$ cat src/include/ldu_dq_defs.svh
// load unit dispatch queue sizing
// queue depth, dispatch width and the field widths shared by all blocks
`ifndef LDU_DQ_DEFS_SVH
`define LDU_DQ_DEFS_SVH

// queue shape
`define LDU_DQ_ENTRIES 4
`define DISPATCH_WAYS 4

// physical register tags
`define LOG_PR_COUNT 7

// bank select is the low bits of a tag
`define LOG_PRF_BANK_COUNT 2
`define PRF_BANK_COUNT (1 << `LOG_PRF_BANK_COUNT)
`define UPPER_PR_WIDTH (`LOG_PR_COUNT - `LOG_PRF_BANK_COUNT)

// reorder buffer index, wraps modulo its size
`define LOG_ROB_ENTRIES 6

// central queue index returned on enqueue
`define LOG_LDU_CQ_ENTRIES 4

// load immediate
`define IMM_WIDTH 12

`endif
$ cat src/ldu_dq_pkg.sv
// load unit dispatch queue types
// opcode encoding and the packed payloads passed between the blocks
`default_nettype none

`include "ldu_dq_defs.svh"

package ldu_dq_pkg;

    // load opcodes, funct3 style encoding
    typedef enum logic [3:0] {
        LDU_LB  = 4'b0000,
        LDU_LH  = 4'b0001,
        LDU_LW  = 4'b0010,
        LDU_LD  = 4'b0011,
        LDU_LBU = 4'b0100,
        LDU_LHU = 4'b0101,
        LDU_LWU = 4'b0110
    } ldu_op_e;

    // op as it arrives from dispatch
    typedef struct packed {
        ldu_op_e                        op;
        logic [`IMM_WIDTH-1:0]          imm12;
        logic [`LOG_PR_COUNT-1:0]       a_pr;
        logic                           a_ready;
        logic                           a_is_zero;
        logic [`LOG_PR_COUNT-1:0]       dest_pr;
        logic [`LOG_ROB_ENTRIES-1:0]    rob_index;
    } dq_op_t;

    // one queue slot
    typedef struct packed {
        logic   valid;
        logic   killed;
        dq_op_t payload;
    } dq_entry_t;

    // writeback tags, one lane per register bank
    typedef struct packed {
        logic [`PRF_BANK_COUNT-1:0]                         valid;
        logic [`PRF_BANK_COUNT-1:0][`UPPER_PR_WIDTH-1:0]    upper_pr;
    } wb_bus_t;

    // kill everything younger than head + rel index
    typedef struct packed {
        logic                           valid;
        logic [`LOG_ROB_ENTRIES-1:0]    abs_head_index;
        logic [`LOG_ROB_ENTRIES-1:0]    rel_kill_younger_index;
    } rob_kill_t;

    // central queue side of a launch
    typedef struct packed {
        logic                           killed;
        ldu_op_e                        op;
        logic [`LOG_PR_COUNT-1:0]       dest_pr;
        logic [`LOG_ROB_ENTRIES-1:0]    rob_index;
    } cq_enq_t;

    // issue queue side of a launch
    typedef struct packed {
        ldu_op_e                        op;
        logic [`IMM_WIDTH-1:0]          imm12;
        logic [`LOG_PR_COUNT-1:0]       a_pr;
        logic                           a_ready;
        logic                           a_is_zero;
        logic [`LOG_LDU_CQ_ENTRIES-1:0] cq_index;
    } iq_enq_t;

endpackage

`default_nettype wire

$ cat src/ldu_dq.sv
// load unit dispatch queue
// four-way dispatch into a compacting queue with wakeup, kill and
// launch into the central and issue queues
`default_nettype none

`include "ldu_dq_defs.svh"

module ldu_dq
    import ldu_dq_pkg::*;
(
    input  logic                                CLK,
    input  logic                                nRST,

    // dispatch by way
    input  logic [`DISPATCH_WAYS-1:0]           dispatch_attempt,
    input  logic [`DISPATCH_WAYS-1:0]           dispatch_valid,
    input  dq_op_t [`DISPATCH_WAYS-1:0]         dispatch_op,
    output logic [`DISPATCH_WAYS-1:0]           dispatch_ack,

    // writeback and kill
    input  wb_bus_t                             wb_bus,
    input  rob_kill_t                           rob_kill,

    // central queue enqueue
    output logic                                cq_enq_valid,
    output cq_enq_t                             cq_enq,
    input  logic                                cq_enq_ready,
    input  logic [`LOG_LDU_CQ_ENTRIES-1:0]      cq_enq_index,

    // issue queue enqueue
    output logic                                iq_enq_valid,
    output iq_enq_t                             iq_enq,
    input  logic                                iq_enq_ready
);

    dq_entry_t [`LDU_DQ_ENTRIES-1:0]    entries;
    dq_entry_t                          head;
    logic [`LDU_DQ_ENTRIES-1:0]         valid_by_entry;
    logic [`LDU_DQ_ENTRIES-1:0]         fill_by_entry;
    dq_op_t [`LDU_DQ_ENTRIES-1:0]       fill_op_by_entry;
    logic [`LDU_DQ_ENTRIES-1:0]         new_ready;
    logic [`LDU_DQ_ENTRIES-1:0]         new_killed;
    logic                               launching;

    for (genvar i = 0; i < `LDU_DQ_ENTRIES; i++) begin : g_valid
        assign valid_by_entry[i] = entries[i].valid;
    end

    dispatch_alloc u_alloc (
        .dispatch_attempt   (dispatch_attempt),
        .dispatch_valid     (dispatch_valid),
        .dispatch_op        (dispatch_op),
        .valid_by_entry     (valid_by_entry),
        .dispatch_ack       (dispatch_ack),
        .fill_by_entry      (fill_by_entry),
        .fill_op_by_entry   (fill_op_by_entry)
    );

    dq_entry_array u_entries (
        .CLK                (CLK),
        .nRST               (nRST),
        .launching          (launching),
        .fill_by_entry      (fill_by_entry),
        .fill_op_by_entry   (fill_op_by_entry),
        .new_ready          (new_ready),
        .new_killed         (new_killed),
        .entries            (entries),
        .head               (head)
    );

    wakeup_kill_check u_check (
        .entries            (entries),
        .wb_bus             (wb_bus),
        .rob_kill           (rob_kill),
        .new_ready          (new_ready),
        .new_killed         (new_killed)
    );

    launch_ctrl u_launch (
        .head               (head),
        .cq_enq_ready       (cq_enq_ready),
        .cq_enq_index       (cq_enq_index),
        .iq_enq_ready       (iq_enq_ready),
        .launching          (launching),
        .cq_enq_valid       (cq_enq_valid),
        .cq_enq             (cq_enq),
        .iq_enq_valid       (iq_enq_valid),
        .iq_enq             (iq_enq)
    );

endmodule

`default_nettype wire

$ cat src/launch_ctrl.sv
// launch control
// decides when the head leaves and splits it into cq and iq enqueues
`default_nettype none

`include "ldu_dq_defs.svh"

module launch_ctrl
    import ldu_dq_pkg::*;
(
    input  dq_entry_t                           head,
    input  logic                                cq_enq_ready,
    input  logic [`LOG_LDU_CQ_ENTRIES-1:0]      cq_enq_index,
    input  logic                                iq_enq_ready,
    output logic                                launching,
    output logic                                cq_enq_valid,
    output cq_enq_t                             cq_enq,
    output logic                                iq_enq_valid,
    output iq_enq_t                             iq_enq
);

    always_comb begin
        // a killed head only needs the central queue
        launching = head.valid & cq_enq_ready & (iq_enq_ready | head.killed);

        cq_enq_valid = launching;
        iq_enq_valid = launching & ~head.killed;

        // ------------------------------------------------
        // central queue payload
        cq_enq.killed = head.killed;
        cq_enq.op = head.payload.op;
        cq_enq.dest_pr = head.payload.dest_pr;
        cq_enq.rob_index = head.payload.rob_index;

        // ------------------------------------------------
        // issue queue payload, tagged with the cq slot
        iq_enq.op = head.payload.op;
        iq_enq.imm12 = head.payload.imm12;
        iq_enq.a_pr = head.payload.a_pr;
        iq_enq.a_ready = head.payload.a_ready;
        iq_enq.a_is_zero = head.payload.a_is_zero;
        iq_enq.cq_index = cq_enq_index;

        // kill marks only ever sit on a stored op
        assert (head.valid || !head.killed)
            else $error("launch_ctrl: killed flag on an empty head");
    end

endmodule

`default_nettype wire

$ cat src/dq_entry_array.sv
// dispatch queue entry storage
// compacting queue with the oldest op at entry 0; shifts down on launch,
// fills empty slots from dispatch and keeps wakeup and kill sticky
`default_nettype none

`include "ldu_dq_defs.svh"

module dq_entry_array
    import ldu_dq_pkg::*;
(
    input  logic                                CLK,
    input  logic                                nRST,
    input  logic                                launching,
    input  logic [`LDU_DQ_ENTRIES-1:0]          fill_by_entry,
    input  dq_op_t [`LDU_DQ_ENTRIES-1:0]        fill_op_by_entry,
    input  logic [`LDU_DQ_ENTRIES-1:0]          new_ready,
    input  logic [`LDU_DQ_ENTRIES-1:0]          new_killed,
    output dq_entry_t [`LDU_DQ_ENTRIES-1:0]     entries,
    output dq_entry_t                           head
);

    // stored state
    logic [`LDU_DQ_ENTRIES-1:0]     valid_q;
    logic [`LDU_DQ_ENTRIES-1:0]     killed_q;
    dq_op_t [`LDU_DQ_ENTRIES-1:0]   payload_q;

    // candidates for the next cycle
    dq_entry_t [`LDU_DQ_ENTRIES-1:0] merged;
    dq_entry_t [`LDU_DQ_ENTRIES-1:0] fill_entry;
    dq_entry_t [`LDU_DQ_ENTRIES-1:0] next_entry;

    logic compacted;

    // ------------------------------------------------
    // current view with same-cycle wakeup and kill

    always_comb begin
        for (int i = 0; i < `LDU_DQ_ENTRIES; i++) begin
            entries[i].valid = valid_q[i];
            entries[i].killed = killed_q[i];
            entries[i].payload = payload_q[i];

            merged[i].valid = valid_q[i];
            merged[i].killed = killed_q[i] | new_killed[i];
            merged[i].payload = payload_q[i];
            merged[i].payload.a_ready = payload_q[i].a_ready | new_ready[i];

            // a fresh op starts live
            fill_entry[i].valid = fill_by_entry[i];
            fill_entry[i].killed = 1'b0;
            fill_entry[i].payload = fill_op_by_entry[i];
        end
    end

    assign head = merged[0];

    // ------------------------------------------------
    // next entry select

    always_comb begin
        // lower entries take self or the slot above
        for (int i = 0; i < `LDU_DQ_ENTRIES - 1; i++) begin
            if (launching) begin
                next_entry[i] = valid_q[i+1] ? merged[i+1] : fill_entry[i+1];
            end
            else begin
                next_entry[i] = valid_q[i] ? merged[i] : fill_entry[i];
            end
        end

        // top entry has nothing above, so it empties on launch
        if (launching) begin
            next_entry[`LDU_DQ_ENTRIES-1] = merged[`LDU_DQ_ENTRIES-1];
            next_entry[`LDU_DQ_ENTRIES-1].valid = 1'b0;
            next_entry[`LDU_DQ_ENTRIES-1].killed = 1'b0;
        end
        else if (valid_q[`LDU_DQ_ENTRIES-1]) begin
            next_entry[`LDU_DQ_ENTRIES-1] = merged[`LDU_DQ_ENTRIES-1];
        end
        else begin
            next_entry[`LDU_DQ_ENTRIES-1] = fill_entry[`LDU_DQ_ENTRIES-1];
        end
    end

    // ------------------------------------------------
    // registers

    always_ff @(posedge CLK or negedge nRST) begin
        if (!nRST) begin
            valid_q <= '0;
            killed_q <= '0;
        end
        else begin
            for (int i = 0; i < `LDU_DQ_ENTRIES; i++) begin
                valid_q[i] <= next_entry[i].valid;
                killed_q[i] <= next_entry[i].killed;
            end
        end
    end

    always_ff @(posedge CLK) begin
        for (int i = 0; i < `LDU_DQ_ENTRIES; i++) begin
            payload_q[i] <= next_entry[i].payload;
        end
    end

    // no gap below a valid entry, else the head order breaks
    always_comb begin
        compacted = 1'b1;
        for (int i = 0; i < `LDU_DQ_ENTRIES - 1; i++) begin
            if (valid_q[i+1] && !valid_q[i]) begin
                compacted = 1'b0;
            end
        end
    end

    assert property (@(posedge CLK) disable iff (!nRST) compacted)
        else $error("dq_entry_array: valid entry above an empty one");

endmodule

`default_nettype wire

$ cat src/wakeup_kill_check.sv
// wakeup and kill check
// compares every stored op against the writeback tags and the rob kill window
`default_nettype none

`include "ldu_dq_defs.svh"

module wakeup_kill_check
    import ldu_dq_pkg::*;
(
    input  dq_entry_t [`LDU_DQ_ENTRIES-1:0]    entries,
    input  wb_bus_t                             wb_bus,
    input  rob_kill_t                           rob_kill,
    output logic [`LDU_DQ_ENTRIES-1:0]         new_ready,
    output logic [`LDU_DQ_ENTRIES-1:0]         new_killed
);

    always_comb begin
        logic [`LOG_PRF_BANK_COUNT-1:0] bank;
        logic [`UPPER_PR_WIDTH-1:0]     upper;
        logic [`LOG_ROB_ENTRIES-1:0]    age;

        for (int i = 0; i < `LDU_DQ_ENTRIES; i++) begin
            // tag splits into bank select and upper bits
            bank = entries[i].payload.a_pr[`LOG_PRF_BANK_COUNT-1:0];
            upper = entries[i].payload.a_pr[`LOG_PR_COUNT-1:`LOG_PRF_BANK_COUNT];

            new_ready[i] = entries[i].valid
                & wb_bus.valid[bank]
                & (wb_bus.upper_pr[bank] == upper);

            // distance from rob head, wraps modulo rob size
            age = entries[i].payload.rob_index - rob_kill.abs_head_index;

            new_killed[i] = entries[i].valid
                & rob_kill.valid
                & (age > rob_kill.rel_kill_younger_index);
        end
    end

endmodule

`default_nettype wire

$ cat src/dispatch_alloc.sv
// dispatch allocator
// hands each attempting way the lowest free entry left by earlier ways
// and steers the way payloads onto their entry slots
`default_nettype none

`include "ldu_dq_defs.svh"

module dispatch_alloc
    import ldu_dq_pkg::*;
(
    input  logic [`DISPATCH_WAYS-1:0]           dispatch_attempt,
    input  logic [`DISPATCH_WAYS-1:0]           dispatch_valid,
    input  dq_op_t [`DISPATCH_WAYS-1:0]         dispatch_op,
    input  logic [`LDU_DQ_ENTRIES-1:0]          valid_by_entry,
    output logic [`DISPATCH_WAYS-1:0]           dispatch_ack,
    output logic [`LDU_DQ_ENTRIES-1:0]          fill_by_entry,
    output dq_op_t [`LDU_DQ_ENTRIES-1:0]        fill_op_by_entry
);

    // one-hot entry granted to each way, zero if none
    logic [`DISPATCH_WAYS-1:0][`LDU_DQ_ENTRIES-1:0] grant_by_way;

    // ------------------------------------------------
    // priority pick

    always_comb begin
        logic [`LDU_DQ_ENTRIES-1:0] open_mask;
        logic [`LDU_DQ_ENTRIES-1:0] lowest_open;

        // free before this cycle's launch only
        open_mask = ~valid_by_entry;

        for (int way = 0; way < `DISPATCH_WAYS; way++) begin
            // isolate lowest set bit of the open mask
            lowest_open = open_mask & (~open_mask + 1'b1);
            grant_by_way[way] = lowest_open & {`LDU_DQ_ENTRIES{dispatch_attempt[way]}};
            dispatch_ack[way] = dispatch_attempt[way] & (|open_mask);

            // later ways see what is left
            open_mask = open_mask & ~grant_by_way[way];
        end
    end

    // ------------------------------------------------
    // grant checks

    always_comb begin
        logic [`DISPATCH_WAYS-1:0] ways_on_entry;

        for (int entry = 0; entry < `LDU_DQ_ENTRIES; entry++) begin
            for (int way = 0; way < `DISPATCH_WAYS; way++) begin
                ways_on_entry[way] = grant_by_way[way][entry];
            end

            // two ways landing in one slot would drop an op
            assert ($onehot0(ways_on_entry))
                else $error("dispatch_alloc: grants of two ways share an entry");

            // an occupied slot is never handed out
            assert (!(|ways_on_entry) || !valid_by_entry[entry])
                else $error("dispatch_alloc: grant to an occupied entry");
        end
    end

    // ------------------------------------------------
    // way to entry routing

    // grants are one-hot per entry, so an OR mux is enough
    always_comb begin
        fill_by_entry = '0;
        fill_op_by_entry = '0;

        for (int entry = 0; entry < `LDU_DQ_ENTRIES; entry++) begin
            for (int way = 0; way < `DISPATCH_WAYS; way++) begin
                if (grant_by_way[way][entry]) begin
                    // valid low keeps the slot empty
                    fill_by_entry[entry] = fill_by_entry[entry] | dispatch_valid[way];
                    fill_op_by_entry[entry] =
                        dq_op_t'(fill_op_by_entry[entry] | dispatch_op[way]);
                end
            end
        end
    end

endmodule

`default_nettype wire

$ cat config.mk
export PLATFORM = sky130hd
export DESIGN_NAME = ldu_dq
export DESIGN_NICKNAME = d
export VERILOG_FILES = /design/src/ldu_dq_pkg.sv /design/src/ldu_dq.sv /design/src/launch_ctrl.sv /design/src/dq_entry_array.sv /design/src/wakeup_kill_check.sv /design/src/dispatch_alloc.sv
export VERILOG_INCLUDE_DIRS = /design/src /design/src/include
export SDC_FILE = /design/constraint.sdc
export NUM_CORES = 1
export LEC_CHECK = 0
export BUFFER_PORTS_ARGS = -buffer_cell sky130_fd_sc_hd__buf_4
export CAP_MARGIN = 10
export CORE_MARGIN = 3
export CORE_UTILIZATION = 35
export CTS_BUF_LIST = sky130_fd_sc_hd__clkbuf_8
export DETAILED_ROUTE_END_ITERATION = 8
export SLEW_MARGIN = 10
export SYNTH_ARGS = -nofsm -noshare
export SYNTH_HDL_FRONTEND = slang
export SYNTH_SLANG_ARGS = --single-unit
export TNS_END_PERCENT = 1
$ cat constraint.sdc
create_clock -name CLK -period 7.04 [get_ports CLK]
set_input_delay 1.056 -clock CLK [delete_from_list [all_inputs] [get_ports CLK]]
set_output_delay 1.056 -clock CLK [all_outputs]
set_load 0.03 [all_outputs]
==> reports/qor.txt <==
Ys flop type = dfxtp_1
Drt first pass iters = 8
CTS Buf Count = 17
Root Buffer = clkbuf_8
Area growth, synth to finish = 16.4%
Initial core utilization = 0.356
Hold_buf cts = 0
Crit path from = rob_kill[7]
Most frequent cells in the layout = 270 x buf_4, 116 x a221o_1, 100 x a21oi_1, 97 x nand2_1, 78 x dfxtp_1
Status = completed
Commonest non-fill, non-tap cell in the layout = buf_4
Vias in the first global route = 12.2k
Cells after DPL = 1872
Slew Limit Fails = 0
Post-Syn Nets = 1573
Clock Pin Slew Worst Setup and Hold Paths = 0.10 ns
Slew headroom = 0.170
Final layout net count = 1683
Die extent in y = 196 um
Placement Rows = 69
Total vias in the final route = 12.3k
PortBufs = 249
Hold Fails Final Rpt = 0
First-pass GRT wire length = 73000 um
Clk buf depth = 2
Syn Area/Cell = 9.58 um2
Post-Route Utilization = 0.414
Yosys cell types = 70
Skew final = 0.0200 ns
R2R Setup Slk = 2.73 ns
Total track usage = 0.243
Worst skew pair latency = 0.51 ns
Non-filler instance count after layout = 1906
Reg2reg start = u_entries.entries[1]
CP Launch Type = input pin
CTS tree = yes
Initial detailed-routing violation count = 1426
Final hold slack = 0.367 ns
CP Data Arrival Time = 4.36 ns
GPL Wtd Cong = 0.858
Pre-CTS setup slack = 1.62 ns
Core area = 35600 um2
Fin crit share = 0.770
Crit path capture = cq_enq_valid
Worst path required time = 5.98 ns
Layout cell share with drive strength beyond 1 = 0.261
Post-CTS Repair Setup Buffers = 0
Total gr overflow = 0
#FFs+latches synth = 160
Die Wd = 196 um
Sequential area share after synthesis = 0.315
I/O pin count = 258
Worst reg2reg path endpoint = u_entries.entries[134]
R2R depth = 15
Total number of yosys warnings = 0
Final setup fails = 0
Post-synth top area share = 0.176
Crit path kind = in2out
Unrepaired setup endpoints after global routing = no
Max Cap Viol = 0
Worst min-delay path class = in2async
Async set or reset register ratio after synthesis = 0.0500
Antenna-violating nets left = 0
Cell Pwr Density = 489 nW/um2
Vias/cell = 6.45
DRC viols = 0
Design Power = 7.21 mW
Post-DR wirelength/cell = 25.6 um
Cell count after synthesis = 1320
Gates resized, CTS repair = 0
Pin count of the biggest net entering global routing = 83
DP Area = 14400 um2
Worst Path Max Fanout = 42
Total negative slack = 0 ns
Min Tclk post-route = 5.42 ns
P_leak = 5.89 nW
Slew of the pin with the lowest slew margin = 1.25 ns
Critical Path Sink Type = output pin
Initial antenna violation count = 4
Leading area contributor after synthesis = edfxtp_1
Post-synth EDFFs = 74
IR drop worst, VDD = 208 uV
Worst setup margin = 1.62 ns
CTS H-tree depth = 4
Synthesized area = 12700 um2
Final WL = 48800 um
Die Area = 38500 um2
Largest cells by area after synthesis = edfxtp_1 18%, dfxtp_1 12%, a221o_1 9.2%, ha_1 4.4%, mux4_2 4.3%
Hpwl dp = 31300 um
Max Clock Freq = 0.185 GHz
Clock sink count = 160
Post-route cell area = 14700 um2
[synth_stat cells (4+ instances only)]
master     count
a222oi_1      37
buf_1          9
a21oi_1      102
dfxtp_1       78
dfrtp_1        8
nand3_1        5
xnor2_1       30
xor2_1        14
a221oi_2      20
nor2_1        17
fa_1           4
o22ai_1       36
mux2i_1       40
nor4_1         4
buf_4         48
nand2b_1       8
and3_1         6
a2bb2oi_1     33
o21ai_0       34
a22oi_1        7
a221o_1      116
buf_6          5
ha_1          44
a21o_1        54
clkbuf_1      77
o21a_1         5
nor2b_1        5
inv_1         61
edfxtp_1      74
o211ai_1      38
and2_1         6
nand2_1       98
o21ai_1       23
buf_2         38
a221oi_1      58
mux4_2        24
[worst max-delay path: stages]
cell and delay [ns]:
buf_4 0.11, inv_1 0.31, ha_1 0.30, a21o_1 0.15, a21oi_1 0.23, o21bai_1 0.09
a21oi_1 0.18, xnor2_1 0.14, ha_1 0.25, and3_1 0.20, a41oi_1 0.25, o2111a_1 0.26
nor2_4 0.08, inv_4 0.47, buf_4 0.28
[per-layer routing]
metal / vias to the layer above / global-route usage / wire length, um
li1: 5512 / - / -
met1: 6009 / 0.313 / 19900
met2: 657 / 0.401 / 23100
met3: 110 / 0.0522 / 4280
met4: 4 / 0.0922 / 1540
met5: - / 0 / 34
[report_power, final]
part	internal, mW	total [mW]	switching, mW
registers	1.65	2.00	0.349
clock network	0.247	0.652	0.405
logic	1.90	4.56	2.66
total	3.80	7.21	3.41
[kinds of logic (layout without fill, tap and decap cells)]
logic type | after synthesis | count (layout) | share of synthesized area
muxes | 64 | 64 | 0.0744
AOI/OAI and AO/OA | 594 | 594 | 0.373
adders and majority gates | 50 | 50 | 0.0515
buffers and inverters | 242 | 365 | 0.0953
DFF | 160 | 160 | 0.315
other | 0 | 2 | 0
and+or+nand+nor | 166 | 166 | 0.0602
xor gates and xnor gates | 44 | 44 | 0.0305
[flip-flops by register name, indices dropped and copies added, names as in the netlist]
signal              cells
u_entries.entries     152
u_entries.killed_q      4
u_entries.valid_q       4
[how the worst min path moves through the flow]
stage | startpoint | endpoint | slack, ns | cells after the start
after CTS | nRST | u_entries.killed_q[0] | 0.34 | 1
after detailed placement | u_entries.entries[134] | u_entries.entries[134] | 0.48 | 1
final | nRST | u_entries.killed_q[0] | 0.37 | 1
after global placement | u_entries.entries[134] | u_entries.entries[134] | 0.46 | 1
after global routing | nRST | u_entries.killed_q[0] | 0.34 | 1
after floorplan | u_entries.entries[134] | u_entries.entries[134] | 0.45 | 1
[cell type report]
type,count,area [um2]
Antenna cell,2,5.00
Clock buffer,17,234
Clock inverter,15,113
Fill cell,3531,20800
Inverter,63,239
Multi-Input combinational cell,918,7550
Sequential cell,160,3990
Tap cell,461,577
Timing Repair Buffer,270,2030
Note: power is estimated with default switching activity, not from simulation.
